**src/logic/cpu_defines.svh**
```systemverilog
`ifndef CPU_DEFINES_SVH
`define CPU_DEFINES_SVH

// ----------------------------------------------------------
// Datapath widths
// ----------------------------------------------------------
`define CPU_DATA_W      4       // Accumulator and index register width
`define CPU_INSTR_W     8       // One program memory byte
`define CPU_ADDR_W      12      // Program address space

// ----------------------------------------------------------
// Storage sizes
// ----------------------------------------------------------
`define CPU_NUM_REGS    16      // Index registers R0..R15
`define CPU_STACK_DEPTH 3       // Return stack levels, wraps when full

// ----------------------------------------------------------
// Reset vector
// ----------------------------------------------------------
`define CPU_RESET_PC    0       // First fetch address

`endif

```
**src/logic/cpuPkg.sv**
```systemverilog
`include "cpu_defines.svh"

package cpuPkg;

    // ----------------------------------------------------------
    // Instruction encodings
    // ----------------------------------------------------------
    typedef enum logic [3:0] {
        oprNop  = 4'h0,
        oprJcn  = 4'h1,
        oprFim  = 4'h2,         // Also SRC, not executed here
        oprJun  = 4'h4,
        oprJms  = 4'h5,
        oprInc  = 4'h6,
        oprAdd  = 4'h8,
        oprSub  = 4'h9,
        oprLd   = 4'hA,
        oprXch  = 4'hB,
        oprBbl  = 4'hC,
        oprLdm  = 4'hD,
        oprEgrp = 4'hE,         // I/O group, only WRR kept
        oprFgrp = 4'hF          // Accumulator and carry group
    } oprCode_t;

    typedef enum logic [3:0] {
        subClb = 4'h0,
        subClc = 4'h1,
        subIac = 4'h2,
        subCmc = 4'h3,
        subCma = 4'h4,
        subRal = 4'h5,
        subRar = 4'h6,
        subTcc = 4'h7,
        subDac = 4'h8,
        subStc = 4'hA
    } accSub_t;

    localparam logic [3:0] ioWrr = 4'h2;    // E group subcode of WRR

    typedef struct packed {
        oprCode_t               opr;
        logic [`CPU_DATA_W-1:0] opa;
    } instrPlain_t;

    typedef struct packed {
        oprCode_t opr;
        logic     invert;       // Negate the whole condition
        logic     accZeroSel;
        logic     carrySel;
        logic     testSel;      // Test pin low
    } instrCond_t;

    typedef union packed {
        instrPlain_t plain;
        instrCond_t  cond;      // JCN view of the same byte
    } instrWord_t;

    // ----------------------------------------------------------
    // Control and status between blocks
    // ----------------------------------------------------------
    typedef enum logic [3:0] {
        aluPassReg, aluPassImm, aluAdd, aluSub,
        aluIncReg, aluXch, aluClb, aluClc,
        aluIac, aluCmc, aluCma, aluRal,
        aluRar, aluTcc, aluDac, aluStc
    } aluOp_t;

    typedef struct packed {
        aluOp_t                           aluOp;
        logic [`CPU_DATA_W-1:0]           imm;
        logic [$clog2(`CPU_NUM_REGS)-1:0] regIdx;
        logic                             accWe;
        logic                             carryWe;
        logic                             regWe;
        logic                             portWe;
    } ctrlBus_t;

    typedef struct packed {
        logic                   advance;
        logic                   load;
        logic                   push;    // Saves pc+1 ahead of the load
        logic                   pop;
        logic [`CPU_ADDR_W-1:0] target;
    } pcCtrl_t;

    typedef struct packed {
        logic carry;
        logic accZero;
    } flags_t;

    typedef struct packed {
        logic                   valid;
        logic [`CPU_ADDR_W-1:0] addr;
    } fetchReq_t;

endpackage

```
**src/logic/regFile.sv**
```systemverilog
`timescale 1ns/1ps
`include "cpu_defines.svh"

module regFile (
    input  logic                   clk,
    input  logic                   rstN,
    input  cpuPkg::ctrlBus_t       ctrl,
    input  logic [`CPU_DATA_W-1:0] wrData,
    output logic [`CPU_DATA_W-1:0] rdData
);

    logic [`CPU_DATA_W-1:0] regs [`CPU_NUM_REGS];

    // Single write port, addressed like the read side
    always_ff @(posedge clk or negedge rstN) begin
        if (!rstN) begin
            for (int i = 0; i < `CPU_NUM_REGS; i++) begin
                regs[i] <= '0;
            end
        end else if (ctrl.regWe) begin
            regs[ctrl.regIdx] <= wrData;
        end
    end

    assign rdData = regs[ctrl.regIdx];      // Combinational read

endmodule

```
**src/logic/arithUnit.sv**
```systemverilog
`timescale 1ns/1ps
`include "cpu_defines.svh"

module arithUnit (
    input  logic                   clk,
    input  logic                   rstN,
    input  cpuPkg::ctrlBus_t       ctrl,
    input  logic [`CPU_DATA_W-1:0] regValue,
    output logic [`CPU_DATA_W-1:0] regWrData,
    output cpuPkg::flags_t         flags,
    output logic [`CPU_DATA_W-1:0] port,
    output logic                   portStrobe
);

    localparam int W = `CPU_DATA_W;

    logic [W-1:0] acc;
    logic         carry;
    logic [W-1:0] accNext;
    logic         carryNext;
    logic [W-1:0] addB;
    logic         addCin;
    logic [W:0]   sum;              // Carry-out in the top bit

    // ----------------------------------------------------------
    // Shared adder, operands picked per operation
    // ----------------------------------------------------------
    always_comb begin
        case (ctrl.aluOp)
            cpuPkg::aluSub: begin
                addB   = ~regValue;         // Carry out means no borrow
                addCin = ~carry;
            end
            cpuPkg::aluIac: begin
                addB   = '0;
                addCin = 1'b1;
            end
            cpuPkg::aluDac: begin
                addB   = '1;                // Add minus one
                addCin = 1'b0;
            end
            default: begin
                addB   = regValue;
                addCin = carry;
            end
        endcase
        sum = {1'b0, acc} + {1'b0, addB} + (W+1)'(addCin);
    end

    always_comb begin
        accNext   = acc;
        carryNext = carry;
        regWrData = regValue + W'(1);       // INC result
        case (ctrl.aluOp)
            cpuPkg::aluPassReg: accNext = regValue;
            cpuPkg::aluPassImm: accNext = ctrl.imm;
            cpuPkg::aluAdd, cpuPkg::aluSub, cpuPkg::aluIac, cpuPkg::aluDac: begin
                {carryNext, accNext} = sum;
            end
            cpuPkg::aluIncReg: ;            // Carry untouched
            cpuPkg::aluXch: begin
                accNext   = regValue;
                regWrData = acc;
            end
            cpuPkg::aluClb: begin
                accNext   = '0;
                carryNext = 1'b0;
            end
            cpuPkg::aluClc: carryNext = 1'b0;
            cpuPkg::aluCmc: carryNext = ~carry;
            cpuPkg::aluCma: accNext = ~acc;
            cpuPkg::aluRal: {carryNext, accNext} = {acc, carry};
            cpuPkg::aluRar: {accNext, carryNext} = {carry, acc};
            cpuPkg::aluTcc: begin
                accNext   = W'(carry);
                carryNext = 1'b0;
            end
            cpuPkg::aluStc: carryNext = 1'b1;
        endcase
    end

    always_ff @(posedge clk or negedge rstN) begin
        if (!rstN) begin
            acc        <= '0;
            carry      <= 1'b0;
            port       <= '0;
            portStrobe <= 1'b0;
        end else begin
            if (ctrl.accWe) begin
                acc <= accNext;
            end
            if (ctrl.carryWe) begin
                carry <= carryNext;
            end
            if (ctrl.portWe) begin
                port <= acc;                // Value before this EXEC edge
            end
            portStrobe <= ctrl.portWe;
        end
    end

    assign flags.carry   = carry;
    assign flags.accZero = (acc == '0);

endmodule

```
**src/logic/pcStack.sv**
```systemverilog
`timescale 1ns/1ps
`include "cpu_defines.svh"

module pcStack (
    input  logic                   clk,
    input  logic                   rstN,
    input  cpuPkg::pcCtrl_t        pcCtrl,
    output logic [`CPU_ADDR_W-1:0] pc
);

    localparam int AddrW = `CPU_ADDR_W;
    localparam int Depth = `CPU_STACK_DEPTH;
    localparam int SpW   = $clog2(Depth);

    logic [AddrW-1:0] stack [Depth];
    logic [SpW-1:0]   sp;               // Next free slot
    logic [SpW-1:0]   spInc;
    logic [SpW-1:0]   spDec;
    logic [AddrW-1:0] pcPlus1;

    assign pcPlus1 = pc + AddrW'(1);

    // Pointer wraps modulo the depth, oldest entry gets overwritten
    assign spInc = (sp == SpW'(Depth - 1)) ? '0 : sp + SpW'(1);
    assign spDec = (sp == '0) ? SpW'(Depth - 1) : sp - SpW'(1);

    always_ff @(posedge clk or negedge rstN) begin
        if (!rstN) begin
            pc <= AddrW'(`CPU_RESET_PC);
            sp <= '0;
        end else if (pcCtrl.pop) begin
            pc <= stack[spDec];
            sp <= spDec;
        end else if (pcCtrl.load) begin
            pc <= pcCtrl.target;
            if (pcCtrl.push) begin
                sp <= spInc;
            end
        end else if (pcCtrl.advance) begin
            pc <= pcPlus1;
        end
    end

    always_ff @(posedge clk) begin
        if (pcCtrl.push) begin
            stack[sp] <= pcPlus1;           // Return address
        end
    end

endmodule

```
**src/logic/sequencer.sv**
```systemverilog
`timescale 1ns/1ps
`include "cpu_defines.svh"

module sequencer (
    input  logic                    clk,
    input  logic                    rstN,
    output logic                    fetchValid,
    input  logic                    fetchAck,
    input  logic [`CPU_INSTR_W-1:0] fetchData,
    input  logic                    testPin,
    input  cpuPkg::flags_t          flags,
    input  logic [`CPU_ADDR_W-1:0]  pc,
    output cpuPkg::ctrlBus_t        ctrl,
    output cpuPkg::pcCtrl_t         pcCtrl
);

    typedef enum logic [1:0] {
        stateFetch,
        stateFetch2,
        stateExec
    } seqState_t;

    seqState_t               state;
    seqState_t               stateNext;
    cpuPkg::instrWord_t      instr;         // First byte
    logic [`CPU_INSTR_W-1:0] instr2;        // Address byte of JUN/JMS/JCN
    cpuPkg::instrWord_t      fetchWord;
    logic                    xfer;
    logic                    twoWord;
    logic                    condMet;
    logic                    jcnTaken;

    assign xfer      = fetchValid & fetchAck;
    assign fetchWord = fetchData;

    always_comb begin
        case (fetchWord.plain.opr)
            cpuPkg::oprJcn, cpuPkg::oprJun, cpuPkg::oprJms: twoWord = 1'b1;
            default:                                         twoWord = 1'b0;
        endcase
    end

    // ----------------------------------------------------------
    // Fetch/execute state machine
    // ----------------------------------------------------------
    always_comb begin
        stateNext = state;
        case (state)
            stateFetch: begin
                if (xfer) begin
                    stateNext = twoWord ? stateFetch2 : stateExec;
                end
            end
            stateFetch2: begin
                if (xfer) begin
                    stateNext = stateExec;
                end
            end
            default: stateNext = stateFetch;   // EXEC is a single cycle
        endcase
    end

    always_ff @(posedge clk or negedge rstN) begin
        if (!rstN) begin
            state      <= stateFetch;
            fetchValid <= 1'b0;
        end else begin
            state      <= stateNext;
            fetchValid <= (stateNext != stateExec);  // Low only in EXEC
        end
    end

    always_ff @(posedge clk) begin
        if (state == stateFetch && xfer) begin
            instr <= fetchWord;
        end
        if (state == stateFetch2 && xfer) begin
            instr2 <= fetchData;
        end
    end

    // JCN condition, the invert bit applies to the whole OR
    assign condMet  = (instr.cond.testSel & ~testPin) | (instr.cond.carrySel & flags.carry)
                    | (instr.cond.accZeroSel & flags.accZero);
    assign jcnTaken = condMet ^ instr.cond.invert;

    // ----------------------------------------------------------
    // Decode
    // ----------------------------------------------------------
    always_comb begin
        ctrl          = '0;
        ctrl.aluOp    = cpuPkg::aluPassReg;
        ctrl.imm      = instr.plain.opa;
        ctrl.regIdx   = instr.plain.opa;
        pcCtrl        = '0;
        pcCtrl.target = {instr.plain.opa, instr2};
        if (state == stateFetch) begin
            pcCtrl.advance = xfer & twoWord;    // Step onto the address byte
        end else if (state == stateExec) begin
            pcCtrl.advance = 1'b1;
            case (instr.plain.opr)
                cpuPkg::oprJcn: begin
                    pcCtrl.target  = {pc[`CPU_ADDR_W-1:`CPU_INSTR_W], instr2};  // Same page
                    pcCtrl.load    = jcnTaken;
                    pcCtrl.advance = ~jcnTaken;
                end
                cpuPkg::oprJun: begin
                    pcCtrl.load    = 1'b1;
                    pcCtrl.advance = 1'b0;
                end
                cpuPkg::oprJms: begin
                    pcCtrl.push    = 1'b1;
                    pcCtrl.load    = 1'b1;
                    pcCtrl.advance = 1'b0;
                end
                cpuPkg::oprInc: begin
                    ctrl.aluOp = cpuPkg::aluIncReg;
                    ctrl.regWe = 1'b1;
                end
                cpuPkg::oprAdd, cpuPkg::oprSub: begin
                    ctrl.aluOp   = (instr.plain.opr == cpuPkg::oprAdd) ? cpuPkg::aluAdd
                                                                       : cpuPkg::aluSub;
                    ctrl.accWe   = 1'b1;
                    ctrl.carryWe = 1'b1;
                end
                cpuPkg::oprLd: ctrl.accWe = 1'b1;
                cpuPkg::oprXch: begin
                    ctrl.aluOp = cpuPkg::aluXch;
                    ctrl.accWe = 1'b1;
                    ctrl.regWe = 1'b1;
                end
                cpuPkg::oprBbl, cpuPkg::oprLdm: begin
                    ctrl.aluOp     = cpuPkg::aluPassImm;
                    ctrl.accWe     = 1'b1;
                    pcCtrl.pop     = (instr.plain.opr == cpuPkg::oprBbl);
                    pcCtrl.advance = (instr.plain.opr == cpuPkg::oprLdm);
                end
                cpuPkg::oprEgrp: ctrl.portWe = (instr.plain.opa == cpuPkg::ioWrr);
                cpuPkg::oprFgrp: begin
                    case (cpuPkg::accSub_t'(instr.plain.opa))
                        cpuPkg::subClb: ctrl.aluOp = cpuPkg::aluClb;
                        cpuPkg::subClc: ctrl.aluOp = cpuPkg::aluClc;
                        cpuPkg::subIac: ctrl.aluOp = cpuPkg::aluIac;
                        cpuPkg::subCmc: ctrl.aluOp = cpuPkg::aluCmc;
                        cpuPkg::subCma: ctrl.aluOp = cpuPkg::aluCma;
                        cpuPkg::subRal: ctrl.aluOp = cpuPkg::aluRal;
                        cpuPkg::subRar: ctrl.aluOp = cpuPkg::aluRar;
                        cpuPkg::subTcc: ctrl.aluOp = cpuPkg::aluTcc;
                        cpuPkg::subDac: ctrl.aluOp = cpuPkg::aluDac;
                        cpuPkg::subStc: ctrl.aluOp = cpuPkg::aluStc;
                        default:        ctrl.aluOp = cpuPkg::aluPassReg;  // Dropped subcodes
                    endcase
                    ctrl.accWe   = !(ctrl.aluOp inside {cpuPkg::aluPassReg, cpuPkg::aluClc,
                                                        cpuPkg::aluCmc, cpuPkg::aluStc});
                    ctrl.carryWe = !(ctrl.aluOp inside {cpuPkg::aluPassReg, cpuPkg::aluCma});
                end
                default: ;                      // Everything else is a no-op
            endcase
        end
    end

endmodule

```
**src/logic/cpuTop.sv**
```systemverilog
`timescale 1ns/1ps
`include "cpu_defines.svh"

module cpuTop (
    input  logic                    clk,
    input  logic                    rstN,
    output cpuPkg::fetchReq_t       fetchReq,
    input  logic                    fetchAck,
    input  logic [`CPU_INSTR_W-1:0] fetchData,
    input  logic                    testPin,
    output logic [`CPU_DATA_W-1:0]  port,
    output logic                    portStrobe
);

    cpuPkg::ctrlBus_t       ctrl;
    cpuPkg::pcCtrl_t        pcCtrl;
    cpuPkg::flags_t         flags;
    logic [`CPU_DATA_W-1:0] regValue;
    logic [`CPU_DATA_W-1:0] regWrData;
    logic [`CPU_ADDR_W-1:0] pc;
    logic                   fetchValid;

    // ----------------------------------------------------------
    // Fetch request to program memory
    // ----------------------------------------------------------
    assign fetchReq.valid = fetchValid;
    assign fetchReq.addr  = pc;

    sequencer uSequencer (
        .clk        (clk),
        .rstN       (rstN),
        .fetchValid (fetchValid),
        .fetchAck   (fetchAck),
        .fetchData  (fetchData),
        .testPin    (testPin),
        .flags      (flags),
        .pc         (pc),
        .ctrl       (ctrl),
        .pcCtrl     (pcCtrl)
    );

    // ----------------------------------------------------------
    // Datapath
    // ----------------------------------------------------------
    arithUnit uArithUnit (
        .clk        (clk),
        .rstN       (rstN),
        .ctrl       (ctrl),
        .regValue   (regValue),
        .regWrData  (regWrData),
        .flags      (flags),
        .port       (port),
        .portStrobe (portStrobe)
    );

    regFile uRegFile (
        .clk    (clk),
        .rstN   (rstN),
        .ctrl   (ctrl),
        .wrData (regWrData),
        .rdData (regValue)
    );

    pcStack uPcStack (
        .clk    (clk),
        .rstN   (rstN),
        .pcCtrl (pcCtrl),
        .pc     (pc)
    );

endmodule

```
**config.mk**
```make
export PLATFORM = sky130hd
export DESIGN_NAME = cpuTop
export DESIGN_NICKNAME = d
export VERILOG_FILES = /design/src/logic/cpuPkg.sv /design/src/logic/regFile.sv /design/src/logic/arithUnit.sv /design/src/logic/pcStack.sv /design/src/logic/sequencer.sv /design/src/logic/cpuTop.sv
export VERILOG_INCLUDE_DIRS = /design/src /design/src/logic
export SDC_FILE = /design/constraint.sdc
export NUM_CORES = 1
export LEC_CHECK = 0
export BUFFER_PORTS_ARGS = -buffer_cell sky130_fd_sc_hd__buf_4
export CORE_UTILIZATION = 30
export DETAILED_ROUTE_END_ITERATION = 10
export PLACE_DENSITY = 0.58
export SETUP_SLACK_MARGIN = 0.02
export SYNTH_ARGS = -nofsm -noshare
export SYNTH_HDL_FRONTEND = slang
export SYNTH_SLANG_ARGS = --single-unit
```
**constraint.sdc**
```tcl
create_clock -name clk -period 3.4 [get_ports clk]
set_clock_uncertainty 0.15 [all_clocks]
set_input_delay 0.34 -clock clk [delete_from_list [all_inputs] [get_ports clk]]
set_output_delay 0.34 -clock clk [all_outputs]
set_load 0.02 [all_outputs]
```
* Word-level counts from Yosys, hierarchy flattened
Memory sizes are Yosys's and may differ from the RTL's. A register that Yosys moved wholly into a read port is not among the register bits.
Index checks and enable logic that the tools add are counted.
** Storage, ports and cells
- Bits in read-only memories :: 64
- Memories kept :: 2
- Memory bits (writable) :: 36
- Flip-flop bits (word level) :: 107
- Logic and storage cells :: 168
- Output and inout bits :: 18
** Memory list
- (no name shown) :: depth 16, width 4, read ports 1, clocked after memory_dff 1, write ports 0, line sequencer.sv:140 : case (cpuPkg::accSub_t'(instr.plain.opa))
- uPcStack.stack :: depth 3, width 12, read ports 1, clocked after memory_dff 0, write ports 1, line pcStack.sv:15 : logic [AddrW-1:0] stack [Depth];
** Operators by class
- Multiplexer cells :: 48
- Equality and inequality tests :: 39
- $lt $le $gt $ge :: 2
- Reductions and logical operators :: 30
- Add/sub/neg operators :: 6
- Bitwise logic cells :: 14
** Operators by type and width (count)
- 4-bit equality test (second input constant) :: 19
- 64-bit bitwise mux :: 1
- 12-bit two-way mux :: 4
- 4-bit two-way mux :: 12
- 4-bit by 3-bit equality test with 1-bit output (second input constant) :: 9
- 4-bit one-hot mux with 8 select lines :: 1
- 4-bit one-hot mux with 5 select lines :: 1
- 4-bit binary-select mux with 4-bit select :: 1
- 4-bit demux with 4-bit select :: 1
- 16-bit two-way mux :: 1
- 2-bit two-way mux :: 8
- 15-bit two-way mux :: 1
- 12-bit by 1-bit adder with 12-bit output (second input constant) :: 1
- 4-bit by 1-bit equality test with 1-bit output (second input constant) :: 3
- 4-bit by 2-bit equality test with 1-bit output (second input constant) :: 3
- 4-bit logical NOT :: 3
- 4-bit one-hot mux with 3 select lines :: 1
- 2-bit OR reduction :: 5
- 1-bit two-way mux :: 9
- 4-bit NOT :: 2
- 2-bit AND reduction :: 4
- 8-bit nonzero test :: 1
- 1-bit one-hot mux with 2 select lines :: 3
- 1-bit one-hot mux with 3 select lines :: 2
- 28 further kinds :: 43

* Depth between registers and ports, before layout
Gate-level depths: netlist of the first run.
- Depth in word-level cells :: 12
- Mapped depth :: 14

* By module
A second synthesis of the first run with hierarchy kept.
** Second synthesis, totals
- Cell total of the unflattened synthesis :: 683
- Area, all modules :: 8049.0 sq um
** By module, submodules not included
- regFile :: seq. area each 1601.5 sq um, area each 3040.4 sq um, instances 1, cells each 200
- pcStack :: seq. area each 1431.4 sq um, area each 2502.4 sq um, instances 1, cells each 208
- sequencer :: seq. area each 635.6 sq um, area each 1251.2 sq um, instances 1, cells each 110
- arithUnit :: seq. area each 250.2 sq um, area each 1247.4 sq um, instances 1, cells each 164
- cpuTop :: seq. area each 0.0 sq um, area each 7.5 sq um, instances 1, cells each 1

* Worst setup path before layout of the first run
Ideal clock, no wire load.
- Path kind :: reg-to-reg
- Start point :: reg uSequencer.instr[4] (netlist name)
- End point :: reg uArithUnit.carry
- Buffers on the path :: 1
- Data arrival time :: 3.412 ns
- Clock period less this slack :: 3.695 ns
- Cell stages (with the launch flop) :: 14
- Library setup time :: 0.133 ns
- Required time :: 3.117 ns
- Setup slack :: -0.295 ns
- Path through :: edfxtp_1 > clkbuf_1 > or3b_2 > o21ai_0 > and2_1 > o21bai_1 > a21oi_1 > mux2_2 > fa_1 > fa_1 > a21o_1 > a21o_1 > a221oi_1 > o41ai_1
** Between the ends
- Cells in the longest elaborated chain, start to end :: 10
** Ends and longest elaborated chain
- start: declaration :: line sequencer.sv:25 : cpuPkg::instrWord_t instr;
- start signal: assignment :: line sequencer.sv:75 : instr <= fetchWord;
- 4-bit equality test, on equally long branches :: line sequencer.sv:101, sequencer.sv:121
- 1-bit two-way mux / 2-bit OR reduction (equally long branches) :: line sequencer.sv:121, sequencer.sv:101
- 4-bit one-hot mux with 5 select lines :: line sequencer.sv:101 : case (instr.plain.opr)
- 4-bit two-way mux :: line sequencer.sv:99 : end else if (state == stateExec) begin
- 4-bit two-way mux :: line sequencer.sv:97 : if (state == stateFetch) begin
- 4-bit equality test / 4-bit by 2-bit equality test with 1-bit output (equally long branches) :: line arithUnit.sv:29, arithUnit.sv:54
- 4-bit one-hot mux with 3 select lines :: line arithUnit.sv:29 : case (ctrl.aluOp)
- 4-bit by 4-bit adder with 5-bit output :: line arithUnit.sv:47 : sum = {1'b0, acc} + {1'b0, addB} + (W+1)'(addCin);
- 5-bit by 1-bit adder with 5-bit output :: line arithUnit.sv:47
- 1-bit one-hot mux with 6 select lines :: line arithUnit.sv:54 : case (ctrl.aluOp)
- end signal: assignment :: line arithUnit.sv:93 : carry <= carryNext;
- end: declaration :: line arithUnit.sv:18 : logic carry;
Parallel ways exist; a longest one is shown, timed or not.
A chain may end at the register's enable or synchronous reset.

* Worst setup path after layout of the first run
Ends and elaborated chain as after synthesis.

==> impl_metrics.toml, run 1 <==
[floorplan]
fp.dieW_um = 162
fp.dieH_um = 162
core_area_um2 = 25200
start_util_pct = 30.5
ioPinCount = 30
die-area_um2 = 26200
rows = 58

[power]
peakVddDrop_v = 0.000361
total_power_mw = 5.68
switching_share_pct = 33.5
p_switching_mw = 1.90
clkPwrFrac_pct = 31.6
power_frac_seq_pct = 40.3
cell_internal_pwr_mw = 3.78
power_density_nw_per_um2 = 591
combPwrFrac_pct = 28.1
p_leak_nw = 3.93

[worst_setup_path]
crit_required_ns = 3.55
rrSetupSlack_ns = 0.02
endpoint = "uArithUnit.carry"
crit_type = "flop to flop"
reg2reg_from = "uSequencer.instr[4]"
worstSetupStartpoint = "uSequencer.instr[4]"
ff2ff_path_depth = 13
end_kind = "flop"
reg2reg_to = "uArithUnit.carry"
critPathArrivalTime_ns = 3.53
path_max_fanout = 5
crit_path_start_kind = "flop"

[synth]
synth.most_common_cell = "dfrtp_1"
synth_common_cells = "dfrtp_1, nand2_1, edfxtp_1, mux2_2, o21ai_0"
syn_area_um2 = 7680
ys_ff_latch = 147
synth_cells = 664
synth_top_flop_cell = "dfrtp_1"
ys_async_sr_fraction_pct = 61.9
yosysSeqAreaShare_pct = 51.0
synthTopCellsByArea = "dfrtp_1, edfxtp_1, mux2_2"
yosys_warnings = 0
yosysTopAreaCell = "dfrtp_1"
synth-edff-count = 52
synth.net_count = 690
yosysTopAreaCellShare_pct = 29.7
postSynthAreaPerCell_um2 = 11.6
synth_cell_types = 70

[grt]
grt_pass1_vias = 5705
grt_usage_pct = 15.7
grt_max_degree = 79
grt-ovfl-total = 0
grt_pass1_wl_um = 31900
antenna_found_initial = 0

[place]
dp_hpwl_um = 13800
port_buffers = 29
dp.cells = 1054
dpl_cell_area_um2 = 8720
gp_congestion = 0.878
dp_slack_ns = -0.0767

[timing]
rsz0062_at_grt = "true"
holdWs_ns = -0.0722
worst_pin_slew_ns = 1.06
fin_crit_sh_pct = 99.5
setup_tns_ns = 0
clock.fmax_mhz = 296
period_minus_slack_ns = 3.38
hold_viol = 47
slew_viol_final = 0
worst_slack_ns = 0.0170
setup_violations = 0
maxSlewHeadroom_pct = 29.2

[outcome]
status = "finished, violations left"
violations = "hold timing"

[route]
routed_wl_um = 20000
ant_nets = 0
drc = 0
avgViaCountPerCell = 5.14
routedWlPerCell_um = 18.0
dr.pass1.iters = 5
vias = 5710
drt_iter0_drc = 415

[final_layout]
fin_cells = 1110
drive_above_1_share_pct = 31.2
postLayoutCellArea_um2 = 9610
antenna_cells = 0
nNetsFinal = 793
syn_to_final_growth_pct = 25.2
utilization_pct = 38.2

[clock_network]
cts_tree = "yes"
path_clk_slew_ns = 0.06
clk_latency_ns = 0.42
htree_levels = 4
clock-sinks = 147
cts_buffers = 17
clock-root-buffer = "clkbuf_16"
clockBufferDepth = 2

[job]
cap_violations = 0

[hold_path]
hold_path_class = "input pin to async pin"
-- timing repair --
action,4_1_cts,5_1_grt
pin swaps,2,13
gates cloned,0,2
hold buffers,8,0
setup buffers,6,8
resized for setup,6,18
hold endpoints to repair,16,0
setup endpoints to repair,1,3
-- cell families (layout without fill, tap and decap cells) --
family	after synthesis	after routing	synth area share (%)
buffers and inverters	50	166	3.00
adders and majority gates	14	14	2.48
and+or+nand+nor	204	204	13.6
muxes	87	87	15.2
AOI/OAI and AO/OA	147	147	13.0
DFF	147	147	51.0
xor gates and xnor gates	15	15	1.71
-- critical path, cell delays in order, from the launching register on --
cell and delay, ns:
edfxtp_1 0.40, buf_6 0.15, or3b_4 0.41, o21ai_4 0.07
and2_4 0.15, o21bai_4 0.11, a21oi_2 0.08, mux2_4 0.28
fa_2 0.39, fa_2 0.38, a21o_1 0.17, a21o_1 0.17
a221oi_2 0.28, o41ai_2 0.08
-- final cells by class --
class	instances	area (um2)
Clock buffer	20	468
Clock inverter	12	93.8
Timing Repair Buffer	122	1010
Fill cell	2411	15600
Inverter	12	46.3
Sequential cell	147	3920
Multi-Input combinational cell	467	3660
Tap cell	330	413
-- flip-flops by register name, indices dropped and copies added, names as in the netlist, named ones only --
name / count
uArithUnit.port: 4
uSequencer.fetchValid: 1
uSequencer.state: 2
uArithUnit.acc: 4
uPcStack.pc: 12
uPcStack.sp: 2
uPcStack.stack: 36
uRegFile.regs: 64
uArithUnit.portStrobe: 1
uArithUnit.carry: 1
uSequencer.instr2: 8
uSequencer.instr: 8
-- power by group through the flow --
stage          sequential (mW)  clock [mW]  combinational [mW]
6_report                  2.29        1.80                1.60
5_1_grt                   2.32        1.91                1.75
4_1_cts                   2.29        1.84                1.56
3_5_place_dp              2.32           0                1.53
3_3_place_gp              2.32           0                1.51
2_1_floorplan             2.34           0               0.941
-- layout by cell type, fill, tap and decap left out, drive strengths merged, types with 4 or more instances in the layout --
cell / netlist / layout
nand3: 14 / 14
nand4: 8 / 8
a21o: 4 / 4
nand2b: 4 / 4
a32oi: 5 / 5
nor2: 23 / 23
a31oi: 19 / 19
clkbuf: 26 / 22
dfxtp: 4 / 4
a21oi: 19 / 19
edfxtp: 52 / 52
and2: 13 / 13
o21ai: 37 / 37
nand3b: 11 / 11
nand2: 76 / 76
xor2: 8 / 8
dfrtp: 91 / 91
nor3b: 5 / 5
nor3: 15 / 15
a22oi: 7 / 7
inv: 11 / 19
mux2: 49 / 49
o211ai: 25 / 25
nor4: 10 / 10
ha: 12 / 12
dlygate4sd3: 0 / 8
mux2i: 21 / 21
nor2b: 10 / 10
mux4: 17 / 17
xnor2: 7 / 7
buf: 12 / 112
-- layer usage --
layer / track usage, % / vias up / wire [um]
met5: 0 / - / 0
met1: 21.9 / 2855 / 9600
met3: 2.43 / 26 / 627
met2: 25.0 / 112 / 9370
met4: 4.85 / 0 / 365
li1: - / 2717 / -
-- worst min-delay path by stage --
stage,from,endpoint,slack (ns),depth (start not counted)
final,rstN,uRegFile.regs[26],-0.07,1
after global routing,rstN,uRegFile.regs[30],0.03,1
after detailed placement,uRegFile.regs[21],uRegFile.regs[21],0.32,2
after global placement,uRegFile.regs[53],uRegFile.regs[53],0.31,2
after floorplan,rstN,uArithUnit.acc[0],-0.11,0
after CTS,rstN,uRegFile.regs[30],0.004,1
(Power assumes the default switching activity.)
==> run 2: changes to the inputs <==
--- a/config.mk
+++ b/config.mk
@@ -10,6 +10,7 @@
 export CORE_UTILIZATION = 30
 export DETAILED_ROUTE_END_ITERATION = 10
 export PLACE_DENSITY = 0.58
+export RECOVER_POWER = 50
 export SETUP_SLACK_MARGIN = 0.02
 export SYNTH_ARGS = -nofsm -noshare
 export SYNTH_HDL_FRONTEND = slang
==> run 2 against run 1 <==
Against the previous run: worst setup slack improved by 0.00053 ns; clock-buffer cell count unchanged; final area is 1.0% lower; cell count stayed put; critical path depth unchanged; utilization shrank 0.38 points; global-route usage is the same; critical endpoint unchanged; via count is 0.54% higher; the flow finishes with violations (capacitance limit, slew limit).
==> impl_metrics.toml, run 2 (synthesized netlist as in run 1, its figures left out) <==
[worst_setup_path]
crit_slowest_cell = "or3b_4"
endpoint = "uArithUnit.carry"
ff2ff_path_depth = 13
path_max_fanout = 5
rrSetupSlack_ns = 0.02
end_kind = "flop"
reg2reg_to = "uArithUnit.carry"
reg2reg_from = "uSequencer.instr[4]"
crit_type = "flop to flop"
critical_path.max_stage_delay_ns = 0.41
crit_path_start_kind = "flop"
crit_chain = "buf_6 > or3b_4 > o21ai_4 > and2_4 > o21bai_4 > a21oi_2 > mux2_4 > fa_2 > fa_2 > a21o_1 > a21o_1 > a221oi_2 > o41ai_2"
worstSetupStartpoint = "uSequencer.instr[4]"
critPathArrivalTime_ns = 3.53
crit_required_ns = 3.55

[route]
routedWlPerCell_um = 18.0
drt_iter0_drc = 424
routed_wl_um = 20000
avgViaCountPerCell = 5.17
dr.pass1.iters = 5
ant_nets = 0
vias = 5741
drc = 0

[timing]
setup_violations = 0
fin_crit_sh_pct = 99.5
period_minus_slack_ns = 3.38
worst_slack_ns = 0.0175
rsz0062_at_grt = "true"
setup_tns_ns = 0
holdWs_ns = 0.0484
worst_pin_slew_ns = 2.08
hold_viol = 0
clock.fmax_mhz = 296
slew_viol_final = 79
maxSlewHeadroom_pct = -38.9

[final_layout]
fillers = 2426
postLayoutCellArea_um2 = 9520
multi_input_area_um2 = 3660
drive_above_1_share_pct = 27.9
antenna_cells = 0
final_common_cell = "dfrtp_1"
seqCellArea_um2 = 3920
utilization_pct = 37.8
top_regs = "uRegFile.regs (64), uPcStack.stack (36), uPcStack.pc (12)"
layout_common_cells = "dfrtp_1, buf_4, nand2_1, edfxtp_1, mux2_2"
regMostFlops = "uRegFile.regs"
nNetsFinal = 793
largest_reg_flops = 64
fin_cells = 1110
syn_to_final_growth_pct = 23.9

[power]
peakVddDrop_v = 0.000361
power_density_nw_per_um2 = 592
total_power_mw = 5.63
p_leak_nw = 3.84

[floorplan]
die-area_um2 = 26200
core_area_um2 = 25200
fp.dieW_um = 162
start_util_pct = 30.5
rows = 58
fp.dieH_um = 162
ioPinCount = 30

[grt]
grt_usage_pct = 15.7
grt-ovfl-total = 0
grt_pass1_wl_um = 31900
grt_pass1_vias = 5705
antenna_found_initial = 0
grt_max_degree = 79

[place]
dp_hpwl_um = 13800
port_buffers = 29
dp_slack_ns = -0.0767
dp.cells = 1054
gp_congestion = 0.878
dpl_cell_area_um2 = 8720

[clock_network]
clockBufferDepth = 2
htree_levels = 4
clk_latency_ns = 0.42
path_clk_slew_ns = 0.06
clock-root-buffer = "clkbuf_16"
cts_tree = "yes"
clock-sinks = 147
cts_buffers = 17

[outcome]
violations = "capacitance limit, slew limit"
status = "finished, violations left"

[hold_path]
hold_path_class = "input pin to flop"

[job]
cap_violations = 1
## run 2: layout make-up
type / instances / area share (%)
clock buffers: 20 / 4.92
clock inverters: 12 / 0.986
inverters: 12 / 0.486
multi-input cells: 467 / 38.5
flip-flops and latches: 147 / 41.2
well taps: 330 / 4.34
repair buffers: 122 / 9.64
## run 2: power breakdown
| part | internal (mW) | switching (mW) | leakage, nW | total (mW) |
|---|---|---|---|---|
| clock | 1.01 | 0.787 | 0.276 | 1.80 |
| combinational | 0.631 | 0.919 | 1.86 | 1.55 |
| sequential | 2.09 | 0.196 | 1.71 | 2.29 |
| total | 3.73 | 1.90 | 3.84 | 5.63 |
## run 2: routing by layer
metal | GRT usage, % | share of wire, %
met1 | 21.9 | 48
met2 | 25.0 | 47
met3 | 2.43 | 3.3
met4 | 4.85 | 1.8
met5 | 0 | 0
## run 2: how the worst min path moves through the flow
stage / from / end / cells after the start
floorplan: rstN / uArithUnit.acc[0] / 0
global placement: uRegFile.regs[53] / uRegFile.regs[53] / 2
detailed placement: uRegFile.regs[21] / uRegFile.regs[21] / 2
CTS: rstN / uRegFile.regs[30] / 1
global route: fetchAck / uSequencer.state[0] / 3
finish: fetchAck / uSequencer.state[0] / 3
## run 2: worst max-delay path, delay by kind of cell (launching register included)
family,cells,cell delay [ns]
adders and majority gates,2,0.77
muxes,1,0.28
AOI/OAI and AO/OA,7,0.96
and+or+nand+nor,2,0.56
buffers and inverters,1,0.15
DFF,1,0.40
## run 2: timing repair
action / in CTS / in global routing
endpoints found under the hold margin: 16 / 0
gates resized for setup: 6 / 18
pin swaps: 2 / 13
buffers inserted: 6 / 8
gates cloned: 0 / 2
hold buffers: 8 / 0
endpoints found under the setup margin: 1 / 3
